## src/hdl/riscvPkg.sv

```systemverilog
// rv32i subset core shared encodings and instruction formats
`default_nettype none

package riscvPkg;

    // opcodes of the supported subset
    localparam logic [6:0] opLoad   = 7'b0000011;
    localparam logic [6:0] opStore  = 7'b0100011;
    localparam logic [6:0] opRtype  = 7'b0110011;
    localparam logic [6:0] opItype  = 7'b0010011;
    localparam logic [6:0] opBranch = 7'b1100011;
    localparam logic [6:0] opJal    = 7'b1101111;

    // alu operation select, gaps left for unused codes
    typedef enum logic [2:0] {
        aluAdd = 3'b000,
        aluSub = 3'b001,
        aluAnd = 3'b010,
        aluOr  = 3'b011,
        aluSlt = 3'b101
    } aluCtrlT;

    // immediate format select
    typedef enum logic [1:0] {
        immI = 2'b00,
        immS = 2'b01,
        immB = 2'b10,
        immJ = 2'b11
    } immSrcT;

    // write-back source select
    typedef enum logic [1:0] {
        resAlu     = 2'b00,
        resMem     = 2'b01,
        resPcPlus4 = 2'b10
    } resultSrcT;

    // one 32-bit word, seen through each encoding format
    typedef union packed {
        struct packed {
            logic [6:0] funct7;
            logic [4:0] rs2;
            logic [4:0] rs1;
            logic [2:0] funct3;
            logic [4:0] rd;
            logic [6:0] opcode;
        } rFmt;
        struct packed {
            logic [11:0] imm11to0;
            logic [4:0]  rs1;
            logic [2:0]  funct3;
            logic [4:0]  rd;
            logic [6:0]  opcode;
        } iFmt;
        struct packed {
            logic [6:0] imm11to5;
            logic [4:0] rs2;
            logic [4:0] rs1;
            logic [2:0] funct3;
            logic [4:0] imm4to0;
            logic [6:0] opcode;
        } sFmt;
        struct packed {
            logic       imm12;
            logic [5:0] imm10to5;
            logic [4:0] rs2;
            logic [4:0] rs1;
            logic [2:0] funct3;
            logic [3:0] imm4to1;
            logic       imm11;
            logic [6:0] opcode;
        } bFmt;
        struct packed {
            logic       imm20;
            logic [9:0] imm10to1;
            logic       imm11;
            logic [7:0] imm19to12;
            logic [4:0] rd;
            logic [6:0] opcode;
        } jFmt;
    } instrT;

endpackage

`default_nettype wire
```

## src/hdl/controller.sv

```systemverilog
// main decode, alu control decode and branch resolution of the core
`timescale 1ns/1ps
`default_nettype none

module controller (
    input  wire riscvPkg::instrT     instr,
    input  wire                      zero,
    output logic                     regWrite,
    output logic                     memWrite,
    output logic                     aluSrc,
    output riscvPkg::resultSrcT      resultSrc,
    output riscvPkg::immSrcT         immSrc,
    output riscvPkg::aluCtrlT        aluControl,
    output logic                     pcSrc
);
    import riscvPkg::*;

    // alu operation classes from the main decode
    localparam logic [1:0] aluOpAdd   = 2'b00;
    localparam logic [1:0] aluOpSub   = 2'b01;
    localparam logic [1:0] aluOpFunct = 2'b10;

    logic [6:0] opcode;
    logic [1:0] aluOp;
    logic       branch;
    logic       jump;
    logic       rtypeSub;

    assign opcode = instr.rFmt.opcode;

    // sub only for r-type with funct7 bit 5, never for addi
    assign rtypeSub = instr.rFmt.funct7[5] & opcode[5];

    // main decode
    always_comb
    begin
        // unknown opcodes: no write, no store, no branch
        regWrite  = 1'b0;
        memWrite  = 1'b0;
        aluSrc    = 1'b0;
        resultSrc = resAlu;
        immSrc    = immI;
        aluOp     = aluOpAdd;
        branch    = 1'b0;
        jump      = 1'b0;
        case (opcode)
            opLoad:
            begin
                regWrite  = 1'b1;
                aluSrc    = 1'b1;
                resultSrc = resMem;
            end
            opStore:
            begin
                memWrite = 1'b1;
                aluSrc   = 1'b1;
                immSrc   = immS;
            end
            opRtype:
            begin
                regWrite = 1'b1;
                aluOp    = aluOpFunct;
            end
            opItype:
            begin
                regWrite = 1'b1;
                aluSrc   = 1'b1;
                aluOp    = aluOpFunct;
            end
            opBranch:
            begin
                // beq compares by subtracting
                immSrc = immB;
                aluOp  = aluOpSub;
                branch = 1'b1;
            end
            opJal:
            begin
                // link pc+4, target from pc adder
                regWrite  = 1'b1;
                resultSrc = resPcPlus4;
                immSrc    = immJ;
                jump      = 1'b1;
            end
            default:
            begin
                regWrite = 1'b0;
            end
        endcase
    end

    // alu control decode
    always_comb
    begin
        case (aluOp)
            aluOpAdd: aluControl = aluAdd;
            aluOpSub: aluControl = aluSub;
            default:
            begin
                case (instr.rFmt.funct3)
                    3'b000:  aluControl = rtypeSub ? aluSub : aluAdd;
                    3'b010:  aluControl = aluSlt;
                    3'b110:  aluControl = aluOr;
                    3'b111:  aluControl = aluAnd;
                    // funct3 outside the subset falls back to add
                    default: aluControl = aluAdd;
                endcase
            end
        endcase
    end

    // taken beq or any jal
    assign pcSrc = (branch & zero) | jump;

endmodule

`default_nettype wire

```

## config.mk

```make
export PLATFORM = sky130hd
export DESIGN_NAME = controller
export DESIGN_NICKNAME = d
export VERILOG_FILES = /design/src/hdl/riscvPkg.sv /design/src/hdl/controller.sv
export SDC_FILE = /design/constraint.sdc
export NUM_CORES = 1
export LEC_CHECK = 0
export BUFFER_PORTS_ARGS = -buffer_cell sky130_fd_sc_hd__buf_2
export CAP_MARGIN = 20
export CORE_AREA = 2 2 39 41
export DETAILED_ROUTE_END_ITERATION = 16
export DIE_AREA = 0 0 41 43
export GPL_ROUTABILITY_DRIVEN = 0
export SYNTH_ARGS = -nofsm -noshare
export SYNTH_HDL_FRONTEND = slang
export SYNTH_SLANG_ARGS = --single-unit
```

## constraint.sdc

```tcl
create_clock -name vclk -period 1.3
set_input_delay 0.13 -clock vclk [all_inputs]
set_output_delay 0.13 -clock vclk [all_outputs]
set_load 0.03 [all_outputs]
```

==> implementation parameters <==
Parameter                              Value

Die
  Chip width ... 41 µm
  # IOs ... 44
  Core Region ... 1380 µm²
  Starting Density ... 12.4%
  Number of placement rows ... 14
  Chip height ... 43 µm
  Floorplan die area ... 1760 µm²

Logic synthesis
  Syn Std Cell Area ... 171 µm²
  Register area share after synthesis ... 0%
  Unique cell type count in the Yosys netlist ... 16
  Post-Syn Nets ... 63
  Post-synthesis average cell area ... 5.71 µm²
  Area contributors post-synth ... a21oi_1 (15%), nand2_1 (11%), nor3_1 (8.8%), nor2_1 (8.8%), nand4_1 (7.3%)
  Number of cells produced by synthesis ... 30
  Yosys warning count ... 0
  Proportion of netlist area held by the largest area contributor ... 14.6%
  Most area-hungry cell type in the Yosys netlist ... a21oi_1

Global route
  Antenna violations before repair ... 0
  GRT Util Overall ... 7.19%
  Global-route wire length before repair ... 959 µm
  Vias in the first global route ... 250
  Largest net degree at the start of global routing ... 7
  Remaining Overflow, GRT ... 0

Place
  DPL Wire Length ... 570 µm
  IO Port Bufs ... 23

Detailed routing
  Detailed Routing Iterations Pass 1 ... 4
  Vias after detailed routing ... 307
  DRC errors left ... 0
  Drt total wl ... 639 µm
  DR WL/cell ... 9.00 µm
  DRC marker count from the first detailed-route iteration ... 4
  Remaining number of nets flagged by the antenna check after routing ... 0
  DR vias/cell ... 4.32

Power
  VDD IR-drop max ... 0.0377 mV
  Power per standard cell area ... 212 nW/µm²
  Static leakage power ... 0.168 nW

STA
  Number of endpoints failing setup at the final stage ... 0
  Setup tns final ... 0 ns
  Final hold violation count ... 0
  Slew HR ... 80.0%
  Achievable frequency ... 836 MHz
  Slew Limit Fails ... 0
  Final period util ... 92.0%
  RSZ-0062 raised after global routing ... no
  Transition time at the pin with the least slew margin ... 0.298 ns
  Final worst path period need ... 1.20 ns

Layout
  Most common library cell in the layout ignoring fill and taps ... buf_2
  Sequential cell count ... 0
  Post-synthesis to final-layout area growth ... 102%
  Fraction of final layout cells with drive strength greater than 1 ... 60.0%
  Area of all sequential standard cells ... 0 µm²
  Core occupancy in the finished layout ... 25.0%
  Total Nets Final ... 90
  Commonest cells after routing, fill and taps aside ... buf_2 (22), nand2_1 (5), a21oi_1 (5), nor2_1 (4), buf_4 (3)
  Clk_buf instances ... 0
  Number of antenna cells inserted ... 0

Critical path
  Worst endpoint data arrival time ... 1.07 ns
  Critical path class ... in -> out
  Data required time of the critical path ... 1.17 ns
  Setup crit start kind ... input port
  Endpoint type of the worst setup path ... output pin
  Largest fanout on the critical path ... 6

Run
  Max-cap violation count ... 0

Clock network
  Hold buffer count at CTS ... 0

Hold path
  Hold WC Path Type ... in -> out

Run status
  Result of the run ... finished clean
synth_stat cells, drive strengths merged:
cell and number:
a21oi 5, nand2 5, nor2 4, nor3 4, nand4 2, nor4 2
a311oi 1, and3 1, inv 1, nand2b 1, nand3 1, nor2b 1
nor3b 1, or2 1
final timing paths:
kind                             to  depth (start not counted)      start
worst min-delay path  aluControl[2]                          3  instr[14]
worst max-delay path  aluControl[2]                          5   instr[2]
metrics by stage:
step | setup slack [ns] | instance area (µm²) | hold slack, ns | power, mW | std cells
2_1_floorplan | 0.0175 | 188 | 0.328 | 0.0304 | 30
5_1_grt | 0.00970 | 347 | 0.569 | 0.0817 | 71
3_5_place_dp | 0.0617 | 338 | 0.560 | 0.0718 | 71
3_3_place_gp | 0.0792 | 338 | 0.558 | 0.0706 | 71
4_1_cts | 0.0587 | 338 | 0.561 | 0.0721 | 71
6_report | 0.104 | 347 | 0.552 | 0.0736 | 71
per-layer routing:
layer | up-vias | global-route usage (%) | wire length, µm
met3 | 0 | 0 | 55
li1 | 162 | - | -
met2 | 12 | 13.1 | 308
met5 | - | 0 | 0
met4 | 0 | 0 | 0
met1 | 133 | 9.49 | 275
timing repair:
| item | 4_1_cts | 5_1_grt |
|---|---|---|
| setup endpoints to repair | 0 | 1 |
| gates resized for setup | 0 | 2 |
| setup buffers | 0 | 0 |
critical path, stage by stage:
cell     delay [ns]
buf_2          0.14
nor3_4         0.19
nand3_2        0.16
nor4_2         0.24
buf_4          0.20
cell type report:
type,count,area (µm²)
inverter,1,3.75
multi-input combinational,29,190
fill,165,1040
timing repair buffer,25,133
tap,16,20.0
power by group:
group	switching (mW)	total, mW	internal (mW)
Sequential	0	0	0
Clock	0	0	0
Combinational	0.0434	0.0736	0.0302
cells by family (layout without fill, tap and decap cells):
family / count (synthesis) / count (layout) / share of synthesized area [%]
simple gates: 23 / 23 / 78.1
buf+inv: 1 / 26 / 2.19
compound gates: 6 / 6 / 19.7
Note: power is estimated with default switching activity, not from simulation.
