**config.mk**
```make
export PLATFORM = sky130hd
export DESIGN_NAME = datapath
export DESIGN_NICKNAME = d
export VERILOG_FILES = /design/src/hdl/riscvPkg.sv /design/src/hdl/datapath.sv /design/src/hdl/regFile.sv /design/src/hdl/immExtend.sv /design/src/hdl/alu.sv
export SDC_FILE = /design/constraint.sdc
export NUM_CORES = 2
export LEC_CHECK = 0
export BUFFER_PORTS_ARGS = -buffer_cell sky130_fd_sc_hd__buf_4
export CAP_MARGIN = 20
export CORE_MARGIN = 2
export CORE_UTILIZATION = 50
export CTS_CLUSTER_DIAMETER = 200
export DETAILED_ROUTE_END_ITERATION = 8
export PLACE_DENSITY_LB_ADDON = 0.2
export RECOVER_POWER = 100
export SYNTH_ARGS = -nofsm -noshare
export SYNTH_HDL_FRONTEND = slang
export SYNTH_SLANG_ARGS = --single-unit
```
**constraint.sdc**
```tcl
create_clock -name clk -period 7.1 [get_ports clk]
set_input_delay 0.71 -clock clk [delete_from_list [all_inputs] [get_ports clk]]
set_output_delay 0.71 -clock clk [all_outputs]
set_load 0.05 [all_outputs]
```
**src/hdl/riscvPkg.sv**
```systemverilog
// rv32i subset core shared encodings and instruction formats
`default_nettype none

package riscvPkg;

    // opcodes of the supported subset
    localparam logic [6:0] opLoad   = 7'b0000011;
    localparam logic [6:0] opStore  = 7'b0100011;
    localparam logic [6:0] opRtype  = 7'b0110011;
    localparam logic [6:0] opItype  = 7'b0010011;
    localparam logic [6:0] opBranch = 7'b1100011;
    localparam logic [6:0] opJal    = 7'b1101111;

    // alu operation select, gaps left for unused codes
    typedef enum logic [2:0] {
        aluAdd = 3'b000,
        aluSub = 3'b001,
        aluAnd = 3'b010,
        aluOr  = 3'b011,
        aluSlt = 3'b101
    } aluCtrlT;

    // immediate format select
    typedef enum logic [1:0] {
        immI = 2'b00,
        immS = 2'b01,
        immB = 2'b10,
        immJ = 2'b11
    } immSrcT;

    // write-back source select
    typedef enum logic [1:0] {
        resAlu     = 2'b00,
        resMem     = 2'b01,
        resPcPlus4 = 2'b10
    } resultSrcT;

    // one 32-bit word, seen through each encoding format
    typedef union packed {
        struct packed {
            logic [6:0] funct7;
            logic [4:0] rs2;
            logic [4:0] rs1;
            logic [2:0] funct3;
            logic [4:0] rd;
            logic [6:0] opcode;
        } rFmt;
        struct packed {
            logic [11:0] imm11to0;
            logic [4:0]  rs1;
            logic [2:0]  funct3;
            logic [4:0]  rd;
            logic [6:0]  opcode;
        } iFmt;
        struct packed {
            logic [6:0] imm11to5;
            logic [4:0] rs2;
            logic [4:0] rs1;
            logic [2:0] funct3;
            logic [4:0] imm4to0;
            logic [6:0] opcode;
        } sFmt;
        struct packed {
            logic       imm12;
            logic [5:0] imm10to5;
            logic [4:0] rs2;
            logic [4:0] rs1;
            logic [2:0] funct3;
            logic [3:0] imm4to1;
            logic       imm11;
            logic [6:0] opcode;
        } bFmt;
        struct packed {
            logic       imm20;
            logic [9:0] imm10to1;
            logic       imm11;
            logic [7:0] imm19to12;
            logic [4:0] rd;
            logic [6:0] opcode;
        } jFmt;
    } instrT;

endpackage

`default_nettype wire
```
**src/hdl/datapath.sv**
```systemverilog
// pc, register file, alu and result muxing of the single-cycle core
`timescale 1ns/1ps
`default_nettype none

module datapath (
    input  wire                      clk,
    input  wire                      rstN,
    input  wire riscvPkg::instrT     instr,
    input  wire                      regWrite,
    input  wire                      aluSrc,
    input  wire riscvPkg::resultSrcT resultSrc,
    input  wire riscvPkg::immSrcT    immSrc,
    input  wire riscvPkg::aluCtrlT   aluControl,
    input  wire                      pcSrc,
    input  wire [31:0]               readData,
    output logic [31:0]              pc,
    output logic [31:0]              aluResult,
    output logic [31:0]              writeData,
    output logic                     zero
);
    import riscvPkg::*;

    logic [31:0] pcNext;
    logic [31:0] pcPlus4;
    logic [31:0] pcTarget;
    logic [31:0] immExt;
    logic [31:0] srcA;
    logic [31:0] srcB;
    logic [31:0] result;

    // pc register
    always_ff @(posedge clk)
    begin
        if (!rstN)
        begin
            pc <= 32'd0;
        end
        else
        begin
            pc <= pcNext;
        end
    end

    assign pcPlus4  = pc + 32'd4;
    // branch and jal share the target adder
    assign pcTarget = pc + immExt;
    assign pcNext   = pcSrc ? pcTarget : pcPlus4;

    regFile uRegFile (
        .clk  (clk),
        .rstN (rstN),
        .we   (regWrite),
        .ra1  (instr.rFmt.rs1),
        .ra2  (instr.rFmt.rs2),
        .wa   (instr.rFmt.rd),
        .wd   (result),
        .rd1  (srcA),
        .rd2  (writeData)
    );

    immExtend uImmExtend (
        .instr  (instr),
        .immSrc (immSrc),
        .immExt (immExt)
    );

    // register or immediate operand
    assign srcB = aluSrc ? immExt : writeData;

    alu uAlu (
        .a          (srcA),
        .b          (srcB),
        .aluControl (aluControl),
        .result     (aluResult),
        .zero       (zero)
    );

    // write-back select
    always_comb
    begin
        case (resultSrc)
            resMem:     result = readData;
            resPcPlus4: result = pcPlus4;
            default:    result = aluResult;
        endcase
    end

endmodule

`default_nettype wire

```
**src/hdl/regFile.sv**
```systemverilog
// 32 x 32 register file, two read ports, one write port, x0 tied to zero
`timescale 1ns/1ps
`default_nettype none

module regFile (
    input  wire        clk,
    input  wire        rstN,
    input  wire        we,
    input  wire [4:0]  ra1,
    input  wire [4:0]  ra2,
    input  wire [4:0]  wa,
    input  wire [31:0] wd,
    output logic [31:0] rd1,
    output logic [31:0] rd2
);

    logic [31:0] regs [32];

    // synchronous clear of every register
    always_ff @(posedge clk)
    begin
        if (!rstN)
        begin
            for (int i = 0; i < 32; i++)
            begin
                regs[i] <= 32'd0;
            end
        end
        else if (we && (wa != 5'd0))
        begin
            // writes to x0 dropped
            regs[wa] <= wd;
        end
    end

    // combinational reads with x0 held at zero
    assign rd1 = (ra1 == 5'd0) ? 32'd0 : regs[ra1];
    assign rd2 = (ra2 == 5'd0) ? 32'd0 : regs[ra2];

endmodule

`default_nettype wire

```
**src/hdl/immExtend.sv**
```systemverilog
// sign-extended immediate builder for i, s, b and j formats
`timescale 1ns/1ps
`default_nettype none

module immExtend (
    input  wire riscvPkg::instrT  instr,
    input  wire riscvPkg::immSrcT immSrc,
    output logic [31:0]           immExt
);
    import riscvPkg::*;

    // instruction bit 31 is the sign in every format
    logic signBit;

    assign signBit = instr.rFmt.funct7[6];

    always_comb
    begin
        case (immSrc)
            // loads and alu immediates
            immI: immExt = {{20{signBit}}, instr.iFmt.imm11to0};
            // store offset split around rs fields
            immS: immExt = {{20{signBit}}, instr.sFmt.imm11to5, instr.sFmt.imm4to0};
            // branch offset, halfword granular
            immB:
            begin
                immExt = {{20{signBit}}, instr.bFmt.imm11, instr.bFmt.imm10to5,
                          instr.bFmt.imm4to1, 1'b0};
            end
            // jal offset, 21 bits
            immJ:
            begin
                immExt = {{12{signBit}}, instr.jFmt.imm19to12, instr.jFmt.imm11,
                          instr.jFmt.imm10to1, 1'b0};
            end
            default: immExt = 32'd0;
        endcase
    end

endmodule

`default_nettype wire

```
**src/hdl/alu.sv**
```systemverilog
// 32-bit alu for add, sub, and, or and signed set-less-than
`timescale 1ns/1ps
`default_nettype none

module alu (
    input  wire [31:0]             a,
    input  wire [31:0]             b,
    input  wire riscvPkg::aluCtrlT aluControl,
    output logic [31:0]            result,
    output logic                   zero
);
    import riscvPkg::*;

    logic lessThan;

    // signed compare for slt and slti
    assign lessThan = $signed(a) < $signed(b);

    always_comb
    begin
        case (aluControl)
            aluAdd:  result = a + b;
            aluSub:  result = a - b;
            aluAnd:  result = a & b;
            aluOr:   result = a | b;
            aluSlt:  result = {31'd0, lessThan};
            // unused codes
            default: result = 32'd0;
        endcase
    end

    // beq uses this after a subtract
    assign zero = (result == 32'd0);

endmodule

`default_nettype wire

```
==> key figures <==
Power
  – Worst vdd ir: approximately 0.22 mV
  – Leakage: roughly 26 nW
  – Pwr dens: about 250 nW/um^2

Setup path
  – CP cell instances: buf_16 > buf_12 > buf_12 > buf_16 > mux4_2 > mux4_2 > mux2i_2 > nor2_1 > mux2_4 > ha_4 > a21oi_1 > and2_1 > a2111oi_2 > buf_4 > o21a_1 > a211oi_2 > or3_1 > a31o_1 > o211ai_1 > a32oi_2 > nor4_4 > buf_4 > and4_4 > buf_8
  – Critical Path End Type: primary output
  – Crit-path slowest cell: mux4_2
  – Crit. Startpoint: instr[20]
  – WP data arrival: about 6.4 ns
  – Critical path's top delay family: multiplexers
  – Path type of the worst setup path: input pin to primary output
  – RR Startpoint: uRegFile.regs[30][0]$_SDFFCE_PN0P_
  – Req. time, crit path: between 6 and 7 ns
  – Crit path buf inv count: 7
  – Crit-path max FO: 12
  – Startpoint types: input pin
  – CP peak stage delay: around 0.59 ns

Clocking
  – CTS max path bufs: 3
  – Clk pin slew, worst setup/hold paths: 0.06 ns
  – CTS tree: built
  – CTS hold repair buffers: 0
  – Clk root buf: clkbuf_16
  – CTS buffer count: around 110
  – H-tree depth: 3
  – Num Clock Sinks: around 1.1k
  – Clk_lat worst skew: 0.74 ns

Place
  – Cell count after placement: ~6.4k
  – IO buf count: between 150 and 200
  – Post-DP HPWL: around 150,000 microns
  – Placer Congestion: between 1 and 1.5

Logic synthesis
  – FFs w/ async S/R, synth: 0%
  – Netlist cell types: just under 90
  – Syn. warnings: 0
  – Ranking of synthesized cells by area: edfxtp_1 51%, mux4_2 24%, nor2_1 6.9%
  – Synthesized area: just over 60,000 sq um
  – Share of the yosys chip area belonging to registers: between 50 and 60%
  – Syn avg cell area: around 13 sq um
  – Post-synth top flop: edfxtp_1
  – Number of synthesized flops with an enable pin: between 1k and 1.5k
  – Yosys top cell by area: edfxtp_1
  – Yosys reg bits: about 1.1k
  – Top cell type's share of synthesized area: roughly half
  – Mapped Cells: around 4.5k

Die
  – FP Rows: 127
  – Die height: approximately 350 microns
  – Initial Util: between 50% and 60%
  – Die Wd: around 350 microns
  – Die area: ~120,000 sq um
  – Core box area: about 120,000 sq um
  – I/O Pins: 173

Layout
  – Area Overhead vs Synth: 18.0%
  – Post-route insts no fill: 6,670
  – Core Util, Final: between 50% and 60%
  – Fin nets: a little over 5k
  – Share of post-route cells with drive strength above 1: between 30 and 40%
  – Most frequent cells in the layout: 1,110 x nor2_1, 1,024 x edfxtp_1, 640 x mux4_2, 506 x buf_4, 139 x nand2_1
  – Commonest non-fill, non-tap cell in the layout: nor2_1

GRT
  – Number of global-route vias before repair: about 44k
  – Initial antenna violation count: 8
  – Gr usage total: 36.1%
  – First-pass GRT wire length: roughly 320,000 microns
  – Largest net degree at the start of global routing: 62
  – Total grt overflow: 0

Drt
  – Drt initial violations: between 6k and 7k
  – Final WL: 225,000 microns
  – Drt pass-1 iters: 5
  – DRC: 0
  – Final antenna-violating net count: 0
  – Vias/cell: between 6 and 7
  – Vias: approximately 45k
  – Routed len/inst: between 30 and 40 microns

Timing
  – Worst clock skew: roughly 0.044 ns
  – RSZ-0062 raised after global routing: true
  – Fmax: between 100 and 150 MHz
  – Fin. Hold Viols: 0
  – Worst-Margin Slew: between 3 and 4 ns
  – Final slew viol count: around 1.3k
  – Final setup fails: 0
  – Min Tclk post-route: 7.08 ns
  – Tcrit/Tclk final: ~100%
  – Max-slew headroom: -146%
  – Setup tns final: 0 ns

Worst hold path
  – Hold Crit Start: instr[27]
  – Worst Hold Class: input pin to register

Run
  – Max cap viols: 49

Outcome
  – Violated checks: max-capacitance violations, max-slew violations
  – Status: finished with violations
[registers in the layout, indices dropped and copies added (netlist names)]
signal and flops:
pc 32, uRegFile.regs 1024
[path summary, 6_finish.rpt]
check	endpoint	slack (ns)	cells after the start
min	pc[7]$_SDFF_PN0_	0.52	4
max reg2reg	uRegFile.regs[22][22]$_SDFFCE_PN0P_	1.12	25
min reg2reg	pc[0]$_SDFFE_PN0P_	0.62	2
max	zero	0.02	24
[worst reg2reg max path, delay by kind of cell, from the launching register on]
| family | cells | cell delay [ns] |
|---|---|---|
| muxes | 3 | 1.20 |
| DFF | 1 | 0.39 |
| and+or+nand+nor | 3 | 0.29 |
| xor gates and xnor gates | 1 | 0.13 |
| adders and majority gates | 2 | 0.53 |
| AOI/OAI and AO/OA | 9 | 1.81 |
| buffers and inverters | 7 | 1.22 |
[report_power, final]
part	leakage (nW)	internal, mW	switching, mW
Clock	1.73	3.25	2.55
Sequential	10.9	7.10	0.167
Combinational	13.5	1.82	2.81
[per-layer routing]
| layer | global-route usage [%] | share of wire [%] | vias to the layer above |
|---|---|---|---|
| li1 | - | - | 18100 |
| met1 | 47.3 | 35 | 22800 |
| met2 | 55.3 | 45 | 3321 |
| met3 | 9.95 | 13 | 673 |
| met4 | 19.4 | 6.3 | 10 |
| met5 | 0 | 0.030 | - |
[layout make-up]
type	count	area (sq um)
flip-flops and latches	1056	31400
diodes	1	2.50
repair buffers	699	6040
well taps	1612	2020
clock inverters	72	654
clock buffers	134	2890
multi-input cells	2969	28000
fillers	9528	48600
inverters	127	478
[per-stage QoR]
step	cell area, sq um	hold slack [ns]	setup WS, ns	power (mW)
after global placement	67100	0.588	-0.677	11.7
after CTS	71600	0.358	-0.0242	17.6
after detailed placement	67100	0.594	-0.663	11.7
final	71500	0.521	0.0205	17.7
after global routing	71500	0.575	-0.0701	18.2
after floorplan	60900	0.765	0.0496	9.86
[synthesized netlist by cell type (35+ instances only)]
| master | instances |
|---|---|
| nor2_1 | 1118 |
| edfxtp_1 | 1024 |
| mux4_2 | 640 |
| clkbuf_1 | 347 |
| nand2_1 | 171 |
| ha_1 | 134 |
| inv_1 | 125 |
| a21oi_1 | 121 |
| o21ai_0 | 99 |
| buf_1 | 65 |
| nand2b_1 | 57 |
| xnor2_1 | 55 |
| mux2i_1 | 46 |
| a211oi_1 | 35 |
[logic make-up after synthesis]
| logic type | synth area share [%] |
|---|---|
| XOR/XNOR | 1.16 |
| other | 0.00619 |
| AND/OR/NAND/NOR | 10.4 |
| flip-flops | 51.8 |
| AO/OA/AOI/OAI | 5.39 |
| adder cells (fa/ha/maj) | 2.87 |
| buffers and inverters | 3.45 |
| multiplexers | 25.0 |
[repair_timing]
item / in CTS / in global routing
resized for setup: 92 / 40
setup endpoints to repair: 7 / 6
cloned: 10 / 1
hold endpoints to repair: 0 / 0
setup buffers: 24 / 15
pin swaps: 37 / 34
Note: power is estimated with default switching activity, not from simulation.
